### config.mk
export PLATFORM = sky130hd
export DESIGN_NAME = mipsCpuBus
export DESIGN_NICKNAME = d
export VERILOG_FILES = /design/src/mipsPkg.sv /design/src/decodeIf.sv /design/src/mipsCpuBus.sv /design/src/cpuControl.sv /design/src/regFile.sv /design/src/aluUnit.sv /design/src/instrDecode.sv
export SDC_FILE = /design/constraint.sdc
export NUM_CORES = 2
export LEC_CHECK = 0
export CAP_MARGIN = 30
export CORE_UTILIZATION = 43
export DETAILED_ROUTE_END_ITERATION = 6
export DONT_BUFFER_PORTS = 1
export GPL_TIMING_DRIVEN = 0
export RECOVER_POWER = 25
export SLEW_MARGIN = 20
export SYNTH_ARGS = -nofsm -noshare
export SYNTH_HDL_FRONTEND = slang
export SYNTH_HIERARCHICAL = 1
export SYNTH_SLANG_ARGS = --single-unit
### constraint.sdc
create_clock -name clk -period 6.9 [get_ports clk]
set_input_delay 2.07 -clock clk [delete_from_list [all_inputs] [get_ports clk]]
set_output_delay 2.07 -clock clk [all_outputs]
set_load 0.02 [all_outputs]
### src/mipsPkg.sv
`default_nettype none

package mipsPkg;

    typedef logic [31:0] word_t;
    typedef logic [4:0]  regAddr_t;
    typedef logic [15:0] imm_t;

    typedef enum logic [5:0] {
        OP_RTYPE = 6'b000000,
        OP_J     = 6'b000010,
        OP_BEQ   = 6'b000100,
        OP_BNE   = 6'b000101,
        OP_ADDIU = 6'b001001,
        OP_SLTI  = 6'b001010,
        OP_SLTIU = 6'b001011,
        OP_ANDI  = 6'b001100,
        OP_ORI   = 6'b001101,
        OP_XORI  = 6'b001110,
        OP_LUI   = 6'b001111,
        OP_LW    = 6'b100011,
        OP_SW    = 6'b101011
    } opcode_t;

    typedef enum logic [5:0] {
        FN_JR   = 6'b001000,
        FN_ADDU = 6'b100001,
        FN_SUBU = 6'b100011,
        FN_AND  = 6'b100100,
        FN_OR   = 6'b100101,
        FN_XOR  = 6'b100110,
        FN_SLT  = 6'b101010,
        FN_SLTU = 6'b101011
    } func_t;

    typedef enum logic [3:0] {
        ALU_ADD, ALU_SUB, ALU_AND, ALU_OR, ALU_XOR,
        ALU_SLT, ALU_SLTU, ALU_LUI, ALU_PASSA
    } aluOp_t;

    // Source of ALU operand B
    typedef enum logic [1:0] {IMM_REG, IMM_ZERO, IMM_SIGN} immMode_t;

    typedef enum logic [2:0] {JMP_NONE, JMP_BEQ, JMP_BNE, JMP_JUMP, JMP_JREG} jumpKind_t;

    typedef enum logic [2:0] {
        ST_FETCH     = 3'd0,
        ST_DECODE    = 3'd1,
        ST_EXEC      = 3'd2,
        ST_MEM       = 3'd3,
        ST_WRITEBACK = 3'd4,
        ST_HALTED    = 3'd7
    } cpuState_t;

    localparam word_t    RESET_VECTOR = 32'hBFC0_0000;
    localparam word_t    HALT_ADDRESS = 32'h0000_0000;
    localparam regAddr_t V0_INDEX     = 5'd2;

endpackage

`default_nettype wire
### src/decodeIf.sv
`timescale 1ns/1ns
`default_nettype none

interface decodeIf;

    mipsPkg::aluOp_t    aluOp;
    mipsPkg::immMode_t  immMode;
    logic               regWrite;
    mipsPkg::regAddr_t  destReg;
    logic               isLoad;
    logic               isStore;
    mipsPkg::jumpKind_t jumpKind;

    modport decoder (
        output aluOp, immMode, regWrite, destReg, isLoad, isStore, jumpKind
    );

    modport control (
        input aluOp, immMode, regWrite, destReg, isLoad, isStore, jumpKind
    );

endinterface

`default_nettype wire

### src/mipsCpuBus.sv
`timescale 1ns/1ns
`default_nettype none

module mipsCpuBus (
    input  logic           clk,
    input  logic           rst,
    output logic           active,
    output mipsPkg::word_t registerV0,
    output mipsPkg::word_t address,
    output logic           write,
    output logic           read,
    input  logic           waitrequest,
    output mipsPkg::word_t writedata,
    output logic [3:0]     byteenable,
    input  mipsPkg::word_t readdata
);

    mipsPkg::word_t    instr;
    mipsPkg::regAddr_t rdAddrA;
    mipsPkg::regAddr_t rdAddrB;
    mipsPkg::word_t    rdDataA;
    mipsPkg::word_t    rdDataB;
    logic              wrEn;
    mipsPkg::regAddr_t wrAddr;
    mipsPkg::word_t    wrData;
    mipsPkg::aluOp_t   aluOp;
    mipsPkg::word_t    aluA;
    mipsPkg::word_t    aluB;
    mipsPkg::word_t    aluResult;
    logic              aluZero;

    decodeIf decBus ();

    cpuControl control (
        .clk(clk), .rst(rst), .dec(decBus.control), .instr(instr),
        .rdAddrA(rdAddrA), .rdAddrB(rdAddrB), .rdDataA(rdDataA), .rdDataB(rdDataB),
        .wrEn(wrEn), .wrAddr(wrAddr), .wrData(wrData),
        .aluOp(aluOp), .aluA(aluA), .aluB(aluB), .aluResult(aluResult), .aluZero(aluZero),
        .address(address), .write(write), .read(read), .waitrequest(waitrequest),
        .writedata(writedata), .byteenable(byteenable), .readdata(readdata),
        .active(active)
    );

    instrDecode decoder (.instr(instr), .dec(decBus.decoder));

    aluUnit alu (.op(aluOp), .a(aluA), .b(aluB), .result(aluResult), .zero(aluZero));

    regFile regs (
        .clk(clk), .rst(rst),
        .rdAddrA(rdAddrA), .rdAddrB(rdAddrB), .rdDataA(rdDataA), .rdDataB(rdDataB),
        .wrEn(wrEn), .wrAddr(wrAddr), .wrData(wrData), .registerV0(registerV0)
    );

endmodule

`default_nettype wire

### src/cpuControl.sv
`timescale 1ns/1ns
`default_nettype none

module cpuControl (
    input  logic              clk,
    input  logic              rst,
    decodeIf.control          dec,
    output mipsPkg::word_t    instr,
    output mipsPkg::regAddr_t rdAddrA,
    output mipsPkg::regAddr_t rdAddrB,
    input  mipsPkg::word_t    rdDataA,
    input  mipsPkg::word_t    rdDataB,
    output logic              wrEn,
    output mipsPkg::regAddr_t wrAddr,
    output mipsPkg::word_t    wrData,
    output mipsPkg::aluOp_t   aluOp,
    output mipsPkg::word_t    aluA,
    output mipsPkg::word_t    aluB,
    input  mipsPkg::word_t    aluResult,
    input  logic              aluZero,
    output mipsPkg::word_t    address,
    output logic              write,
    output logic              read,
    input  logic              waitrequest,
    output mipsPkg::word_t    writedata,
    output logic [3:0]        byteenable,
    input  mipsPkg::word_t    readdata,
    output logic              active
);

    mipsPkg::cpuState_t state;
    mipsPkg::word_t pc;
    mipsPkg::word_t pcPlus4;
    mipsPkg::word_t branchTarget;
    mipsPkg::word_t nextTarget;
    mipsPkg::imm_t imm;
    logic delaySlot;
    logic taken;
    logic memAccess;

    assign imm = instr[15:0];
    assign pcPlus4 = pc + 32'd4;
    assign memAccess = dec.isLoad | dec.isStore;

    // Operands stay latched through WRITEBACK, so the flag is still valid there
    always_comb begin
        case (dec.jumpKind)
            mipsPkg::JMP_BEQ:  taken = aluZero;
            mipsPkg::JMP_BNE:  taken = !aluZero;
            mipsPkg::JMP_JUMP: taken = 1'b1;
            mipsPkg::JMP_JREG: taken = 1'b1;
            default:           taken = 1'b0;
        endcase
        case (dec.jumpKind)
            mipsPkg::JMP_JUMP: nextTarget = {pc[31:28], instr[25:0], 2'b00};
            mipsPkg::JMP_JREG: nextTarget = rdDataA;
            default:           nextTarget = pcPlus4 + {{14{imm[15]}}, imm, 2'b00};
        endcase
    end

    always_ff @(posedge clk) begin
        if (rst) begin
            state <= mipsPkg::ST_FETCH;
            pc <= mipsPkg::RESET_VECTOR;
            delaySlot <= 1'b0;
        end else begin
            case (state)
                mipsPkg::ST_FETCH: begin
                    if (pc == mipsPkg::HALT_ADDRESS) begin
                        state <= mipsPkg::ST_HALTED;
                    end else if (!waitrequest) begin
                        state <= mipsPkg::ST_DECODE;
                    end
                end
                mipsPkg::ST_DECODE: state <= mipsPkg::ST_EXEC;
                mipsPkg::ST_EXEC:   state <= mipsPkg::ST_MEM;
                mipsPkg::ST_MEM: begin
                    if (!(memAccess && waitrequest)) begin
                        state <= mipsPkg::ST_WRITEBACK;
                    end
                end
                mipsPkg::ST_WRITEBACK: begin
                    state <= mipsPkg::ST_FETCH;
                    if (delaySlot) begin
                        // Slot instruction done, now redirect
                        pc <= branchTarget;
                        delaySlot <= 1'b0;
                    end else begin
                        pc <= pcPlus4;
                        delaySlot <= taken;
                    end
                end
                default: state <= mipsPkg::ST_HALTED;
            endcase
        end
    end

    // Instruction and operand latches
    always_ff @(posedge clk) begin
        if (state == mipsPkg::ST_DECODE) begin
            instr <= readdata;
            rdAddrA <= readdata[25:21];
            rdAddrB <= readdata[20:16];
        end
        if (state == mipsPkg::ST_EXEC) begin
            aluOp <= dec.aluOp;
            aluA <= rdDataA;
            case (dec.immMode)
                mipsPkg::IMM_ZERO: aluB <= {16'd0, imm};
                mipsPkg::IMM_SIGN: aluB <= {{16{imm[15]}}, imm};
                default:           aluB <= rdDataB;
            endcase
        end
        if (state == mipsPkg::ST_WRITEBACK && !delaySlot && taken) begin
            branchTarget <= nextTarget;
        end
    end

    assign wrEn = (state == mipsPkg::ST_WRITEBACK) && dec.regWrite;
    assign wrAddr = dec.destReg;
    assign wrData = dec.isLoad ? readdata : aluResult;

    assign read = (state == mipsPkg::ST_FETCH && pc != mipsPkg::HALT_ADDRESS)
               || (state == mipsPkg::ST_MEM && dec.isLoad);
    assign write = (state == mipsPkg::ST_MEM) && dec.isStore;
    assign address = (state == mipsPkg::ST_FETCH) ? pc : aluResult;
    assign writedata = rdDataB;
    assign byteenable = (read || write) ? 4'b1111 : 4'b0000;
    assign active = (state != mipsPkg::ST_HALTED);

    assert property (@(posedge clk) disable iff (rst) !(read && write));
    assert property (@(posedge clk) disable iff (rst) (read || write) |-> (address[1:0] == 2'b00));

endmodule

`default_nettype wire

### src/regFile.sv
`timescale 1ns/1ns
`default_nettype none

module regFile (
    input  logic              clk,
    input  logic              rst,
    input  mipsPkg::regAddr_t rdAddrA,
    input  mipsPkg::regAddr_t rdAddrB,
    output mipsPkg::word_t    rdDataA,
    output mipsPkg::word_t    rdDataB,
    input  logic              wrEn,
    input  mipsPkg::regAddr_t wrAddr,
    input  mipsPkg::word_t    wrData,
    output mipsPkg::word_t    registerV0
);

    mipsPkg::word_t regs [32];

    always_ff @(posedge clk) begin
        if (rst) begin
            for (int i = 0; i < 32; i++) begin
                regs[i] <= '0;
            end
        end else if (wrEn && wrAddr != '0) begin
            regs[wrAddr] <= wrData;
        end
    end

    assign rdDataA = regs[rdAddrA];
    assign rdDataB = regs[rdAddrB];
    assign registerV0 = regs[mipsPkg::V0_INDEX];

    // $zero holds across every write since reset
    assert property (@(posedge clk) disable iff (rst) (rdAddrA == '0) |-> (rdDataA == '0));

endmodule

`default_nettype wire

### src/aluUnit.sv
`timescale 1ns/1ns
`default_nettype none

module aluUnit (
    input  mipsPkg::aluOp_t op,
    input  mipsPkg::word_t  a,
    input  mipsPkg::word_t  b,
    output mipsPkg::word_t  result,
    output logic            zero
);

    always_comb begin
        case (op)
            mipsPkg::ALU_ADD:   result = a + b;
            mipsPkg::ALU_SUB:   result = a - b;
            mipsPkg::ALU_AND:   result = a & b;
            mipsPkg::ALU_OR:    result = a | b;
            mipsPkg::ALU_XOR:   result = a ^ b;
            mipsPkg::ALU_SLT:   result = {31'd0, $signed(a) < $signed(b)};
            mipsPkg::ALU_SLTU:  result = {31'd0, a < b};
            // Immediate arrives zero-extended in b
            mipsPkg::ALU_LUI:   result = {b[15:0], 16'd0};
            mipsPkg::ALU_PASSA: result = a;
            default:            result = '0;
        endcase
    end

    assign zero = (result == '0);

endmodule

`default_nettype wire

### src/instrDecode.sv
`timescale 1ns/1ns
`default_nettype none

module instrDecode (
    input  mipsPkg::word_t instr,
    decodeIf.decoder       dec
);

    always_comb begin
        // Anything not listed below behaves as a NOP
        dec.aluOp    = mipsPkg::ALU_ADD;
        dec.immMode  = mipsPkg::IMM_SIGN;
        dec.regWrite = 1'b0;
        dec.destReg  = instr[20:16];
        dec.isLoad   = 1'b0;
        dec.isStore  = 1'b0;
        dec.jumpKind = mipsPkg::JMP_NONE;

        case (instr[31:26])
            mipsPkg::OP_RTYPE: begin
                dec.immMode = mipsPkg::IMM_REG;
                dec.destReg = instr[15:11];
                dec.regWrite = 1'b1;
                case (instr[5:0])
                    mipsPkg::FN_ADDU: dec.aluOp = mipsPkg::ALU_ADD;
                    mipsPkg::FN_SUBU: dec.aluOp = mipsPkg::ALU_SUB;
                    mipsPkg::FN_AND:  dec.aluOp = mipsPkg::ALU_AND;
                    mipsPkg::FN_OR:   dec.aluOp = mipsPkg::ALU_OR;
                    mipsPkg::FN_XOR:  dec.aluOp = mipsPkg::ALU_XOR;
                    mipsPkg::FN_SLT:  dec.aluOp = mipsPkg::ALU_SLT;
                    mipsPkg::FN_SLTU: dec.aluOp = mipsPkg::ALU_SLTU;
                    mipsPkg::FN_JR: begin
                        dec.aluOp = mipsPkg::ALU_PASSA;
                        dec.regWrite = 1'b0;
                        dec.jumpKind = mipsPkg::JMP_JREG;
                    end
                    default: dec.regWrite = 1'b0;
                endcase
            end
            mipsPkg::OP_ADDIU: dec.regWrite = 1'b1;
            mipsPkg::OP_SLTI: begin
                dec.aluOp = mipsPkg::ALU_SLT;
                dec.regWrite = 1'b1;
            end
            mipsPkg::OP_SLTIU: begin
                dec.aluOp = mipsPkg::ALU_SLTU;
                dec.regWrite = 1'b1;
            end
            mipsPkg::OP_ANDI: begin
                dec.aluOp = mipsPkg::ALU_AND;
                dec.immMode = mipsPkg::IMM_ZERO;
                dec.regWrite = 1'b1;
            end
            mipsPkg::OP_ORI: begin
                dec.aluOp = mipsPkg::ALU_OR;
                dec.immMode = mipsPkg::IMM_ZERO;
                dec.regWrite = 1'b1;
            end
            mipsPkg::OP_XORI: begin
                dec.aluOp = mipsPkg::ALU_XOR;
                dec.immMode = mipsPkg::IMM_ZERO;
                dec.regWrite = 1'b1;
            end
            mipsPkg::OP_LUI: begin
                dec.aluOp = mipsPkg::ALU_LUI;
                dec.immMode = mipsPkg::IMM_ZERO;
                dec.regWrite = 1'b1;
            end
            mipsPkg::OP_LW: begin
                dec.regWrite = 1'b1;
                dec.isLoad = 1'b1;
            end
            mipsPkg::OP_SW: dec.isStore = 1'b1;
            // Compare by subtraction, zero flag decides
            mipsPkg::OP_BEQ: begin
                dec.aluOp = mipsPkg::ALU_SUB;
                dec.immMode = mipsPkg::IMM_REG;
                dec.jumpKind = mipsPkg::JMP_BEQ;
            end
            mipsPkg::OP_BNE: begin
                dec.aluOp = mipsPkg::ALU_SUB;
                dec.immMode = mipsPkg::IMM_REG;
                dec.jumpKind = mipsPkg::JMP_BNE;
            end
            mipsPkg::OP_J: dec.jumpKind = mipsPkg::JMP_JUMP;
            default: ;
        endcase
    end

endmodule

`default_nettype wire

# Word level (Yosys, flattened, before mapping)
# Memories as Yosys holds them, arrays and structs flattened. A register that Yosys moved wholly into a read port is not among the register bits.
# Index checks and enable logic that the tools add are counted.
# word_totals
regBits	178
ram_bits	1024
out_inout_bits	103
word_cells	122
mem_count	1
# memory_table
name	depth	width	read_ports	rd_clocked_by_memory_dff	wr	line_no	source
regs.regs	32	32	3	2	32	regFile.sv:17	mipsPkg::word_t regs [32];
# op_classes
addsub	4
n_lt_le_gt_ge	2
n_eq_ne	41
muxes	33
n_bitwise	4
reduce_logical	27
# ops
operator	n
$pmux W32 S9	1
$mux W32	4
$pmux W32 S2	2
$add A32 B32 Y32	2
$logic_not A32 Y1	2
$lt A32 B32 Y1	2
$eq A6 B6 Y1 const B	9
$eq A6 B4 Y1 const B	8
$add A32 B3 Y32 const B	1
$and A32 B32 Y32	1
$or A32 B32 Y32	1
$pmux W4 S8	1
$reduce_bool A32 Y1	1
$reduce_or A32 Y1	1
$sub A32 B32 Y32	1
$xor A32 B32 Y32	1
$pmux W4 S7	1
$mux W5	4
$eq A4 B3 Y1 const B	4
$pmux W3 S5	1
$eq A3 B2 Y1 const B	4
$eq A6 B3 Y1 const B	2
$mux W3	4
$pmux W3 S4	1
30 further kinds	52

# Logic depth before layout (Yosys ltp)
# depth
word_depth	11
ltp_mapped	20
ltp_nobuf	19

# Cells and area by module
# Netlist, hierarchy kept.
# modules_own_cells
module	instances	cells_each	area_each_um2	seq_area_each_um2
regFile	1	4605	56132.6	30749.5
cpuControl	1	959	9989.6	4684.5
aluUnit	1	924	6048.3	0.0
instrDecode	1	63	421.7	0.0

# Worst setup path after synthesis
# Ideal clock, no wire load.
# synth_timing
path_kind	flip-flop to flip-flop
start	register control.state[1]
end	register control.aluA[0] (enable)
arrival_ns	5.518
required_ns	6.308
setup_slack_ns	0.790
stages_incl_launch_ff	3
period_less_slack_ns	6.110
cell_sequence	dfxtp_1 > clkbuf_1 > nor3b_1
# synth_via
elab_chain_len	1
# synth_rtl
element	line_no	source
start, declared	cpuControl.sv:31	mipsPkg::cpuState_t state;
start signal, assigned	cpuControl.sv:63	state <= mipsPkg::ST_FETCH;
start signal, assigned	cpuControl.sv:70	state <= mipsPkg::ST_HALTED;
start signal, assigned	cpuControl.sv:72	state <= mipsPkg::ST_DECODE;
$eq A3 B2 Y1	cpuControl.sv:105	if (state == mipsPkg::ST_EXEC) begin
end signal, assigned	cpuControl.sv:107	aluA <= rdDataA;
end, declared	cpuControl.sv:17	output mipsPkg::word_t aluA,
# No other way between the ends.
# A chain may end at the register's enable or synchronous reset.

==> metrics.yaml <==
outcome:
  status: "finished with violations"
  violations: "design-rule violations, max-capacitance violations, max-slew violations, negative setup slack"
worst_setup_path:
  crit_path_end: "writedata[14]"
  endpoint_kind: "output port"
  r2r_slack_ns: 0.62
  crit_required_ns: 4.83
  crit_path_max_fanout: 10
  r2r_end: "control/branchTarget[7]$_DFFE_PP_"
  worst_ep_arrival_time_ns: 4.92
  ff2ff_path_depth: 17
  rr_startpoint: "control/aluB[9]$_DFFE_PP_"
  critPathLaunchType: "flip-flop"
  path_class: "flip-flop to output port"
  crit_start: "control/instr[16]$_DFFE_PP_"
layout:
  drive_above_1_share_pct: 10.10
  syn2layout_area_growth_pct: 11.18
  nNetsFinal: 6961
  multiInputGateArea_sq_mm: 0.03373
  final_cell_area_sq_mm: 0.08071
  mostFrequentLayoutCell: "edfxtp_1"
  nFillCells: 15470
  final_cell_mix: "1156 x edfxtp_1, 1038 x mux2i_1, 987 x and2_1"
  register_area_sq_mm: 0.03543
timing:
  max_freq_mhz: 143.1
  slew_violations: 306
  fin_crit_ns: 6.988
  fin_tns_setup_ns: -0.2850
  finalCritPeriodShare_pct: 101.3
  worst_pin_slew_ns: 3.117
  fin_skew_ns: 0.03259
  hold_viol: 0
  fin_ws_ns: -0.08789
  max_slew_margin_pct: -107.8
  finalSetupViolCount: 6
pwr:
  switchingPower_mw: 6.723
  p_leak_nw: 31.94
  p_int_mw: 13.71
  switching_share_pct: 32.90
  seqPwrFrac_pct: 41.4
  combPwrFrac_pct: 23.0
  cellPowerDensity_mw_per_mm2: 253.2
  ir_drop_mv: 0.2792
  power_mw: 20.44
  power_frac_clock_pct: 35.6
hold_path:
  min_path_type: "flip-flop to flip-flop"
yosys:
  syn-instance-count: 6551
  yosysSeqAreaShare_pct: 48.81
  synth_top_area_share_pct: 47.82
  synth-edff-count: 1156
  syn_area_sq_mm: 0.07259
  synthTopCellsByArea: "edfxtp_1 48%, mux2i_1 14%, and2_1 8.7%"
  async_flop_share_pct: 0
  synth.largest_area_cell: "edfxtp_1"
  synth_area_per_cell_sq_um: 11.08
  synth_cell_types: 113
  ys_seq_elements: 1192
  yosys_warnings: 6
  synth_ff_type: "edfxtp_1"
drt:
  drt-wirelength-per-cell_microns: 35.35
  via_count: 58610
  final_antenna_net_count: 0
  drt_iter0_drc: 7972
  via_per_inst: 6.418
  drc: 3
  firstDrtPassIters: 7
  routed_wirelength_microns: 322800
global_routing:
  grt_most_used_layer: "met2"
  grtUsageMet3_pct: 10.71
  antenna_found_initial: 35
  grt_use_met1_pct: 45.62
  grt_use_total_pct: 36.93
  grt_pass1_wl_microns: 434600
  use_met2_pct: 54.10
  grt_pass1_vias: 55180
  grt_max_degree: 34
  overflow: 0
placed_design:
  gp_congestion: 1.031
  hpwl_microns: 239600
  port_buffers: 0
  dp_worst_setup_slack_ns: -0.05641
  place_area_sq_mm: 0.07604
die:
  start_util_pct: 43.36
  die_w_microns: 412.9
  io_pins: 138
  coreArea_sq_mm: 0.1674
  rows: 150
  die_h_microns: 412.9
  die_area_sq_mm: 0.1705
clock_tree:
  h-tree-depth: 4
  clock_path_buffers: 3
  numCtsBuffers: 139
  cts-root-buf: "clkbuf_16"
  cts_tree: "built"
  clkTransAtPathRegs_ns: 0.06
  clock_latency_ns: 0.81
  cts.sinks: 1192
flow_run:
  timing.max_cap.violations: 12
-- registers in the layout, indices dropped and copies added, names as in the netlist --
name,count
control/instr,32
control/pc,32
control/aluA,32
regs/regs,1024
control/aluB,32
control/aluOp,4
control/branchTarget,32
control/delaySlot,1
control/state,3
-- stage by stage --
step	hold slack [ns]	util (%)	cells
final	0.4890	48.21	9131
after global routing	0.5309	48.19	9119
after CTS	0.4814	48.21	9090
after detailed placement	0.4891	45.42	8820
after global placement	0.4759	45.08	8786
after floorplan	0.4582	-	6582
-- worst min-delay path by stage --
stage                             endpoint  slack [ns]  depth (start not counted)                          startpoint
4_1_cts         control/pc[7]$_SDFFE_PP0P_        0.48                          2   control/branchTarget[7]$_DFFE_PP_
3_5_place_dp   control/pc[17]$_SDFFE_PP0P_        0.49                          2  control/branchTarget[17]$_DFFE_PP_
2_1_floorplan   control/pc[0]$_SDFFE_PP0P_        0.46                          2          control/pc[0]$_SDFFE_PP0P_
5_1_grt         control/pc[6]$_SDFFE_PP0P_        0.53                          2   control/branchTarget[6]$_DFFE_PP_
3_3_place_gp   control/pc[12]$_SDFFE_PP0P_        0.48                          2  control/branchTarget[12]$_DFFE_PP_
6_report        control/pc[7]$_SDFFE_PP0P_        0.49                          2   control/branchTarget[7]$_DFFE_PP_
-- routing by layer --
layer  share of wire [%]  up-vias
met5               0.066        -
met4                 9.0       28
met3                  11      899
met2                  42     3839
met1                  37    29200
li1                    -    24640
-- power groups by stage --
stage	clock (mW)	sequential (mW)	combinational (mW)
2_1_floorplan	0	8.52	2.46
3_3_place_gp	0	8.61	4.28
3_5_place_dp	0	8.61	4.38
4_1_cts	7.32	8.46	4.45
5_1_grt	7.58	8.48	4.75
6_report	7.28	8.47	4.69
-- kinds of logic after synthesis --
group | synth area share [%]
buf+inv | 5.148
xor+xnor | 0.7119
simple gates | 16.22
compound gates | 11.33
fa+ha+maj | 2.358
mux | 15.41
flops | 48.81
other cells | 0.005166
-- area by class of cell --
| class | instances | share of cell area, % |
|---|---|---|
| repair buffers | 70 | 0.8263 |
| diodes | 26 | 0.08061 |
| inverters | 109 | 0.5069 |
| plain buffers | 621 | 4.049 |
| clock inverters | 78 | 0.8278 |
| well taps | 2204 | 3.417 |
| clock buffers | 173 | 4.598 |
| flip-flops and latches | 1192 | 43.90 |
| multi-input cells | 4658 | 41.79 |
-- worst max-delay path, cell delays in order, from the launching register on --
cell,delay [ns]
edfxtp_1,0.47
buf_4,0.22
nor2_1,0.13
clkbuf_1,0.68
clkbuf_1,0.64
a22oi_1,0.21
nand3_1,0.46
nand3_1,0.84
buf_4,0.45
-- cell usage after synthesis (28+ instances only) --
| cell type | n |
|---|---|
| edfxtp_1 | 1156 |
| mux2i_1 | 1038 |
| and2_1 | 1004 |
| nand2_1 | 365 |
| a21oi_1 | 332 |
| clkbuf_1 | 299 |
| nand3_1 | 235 |
| a22oi_1 | 231 |
| nor2_1 | 167 |
| a22o_1 | 156 |
| ha_1 | 132 |
| buf_4 | 117 |
| inv_1 | 109 |
| o21ai_0 | 106 |
| nor3_1 | 97 |
| a31oi_1 | 84 |
| mux2_2 | 71 |
| buf_2 | 65 |
| clkbuf_2 | 57 |
| buf_6 | 51 |
| or2_2 | 40 |
| xnor2_1 | 38 |
| dfxtp_1 | 36 |
| o211ai_1 | 36 |
| a221oi_1 | 35 |
| buf_1 | 30 |
| nor2b_1 | 28 |
-- what timing repair did --
item,4_1_cts,5_1_grt
buffers inserted,20,10
hold buffers,0,0
pin swaps,8,10
setup endpoints to repair,19,13
resized for setup,34,27
(Power assumes the default switching activity.)
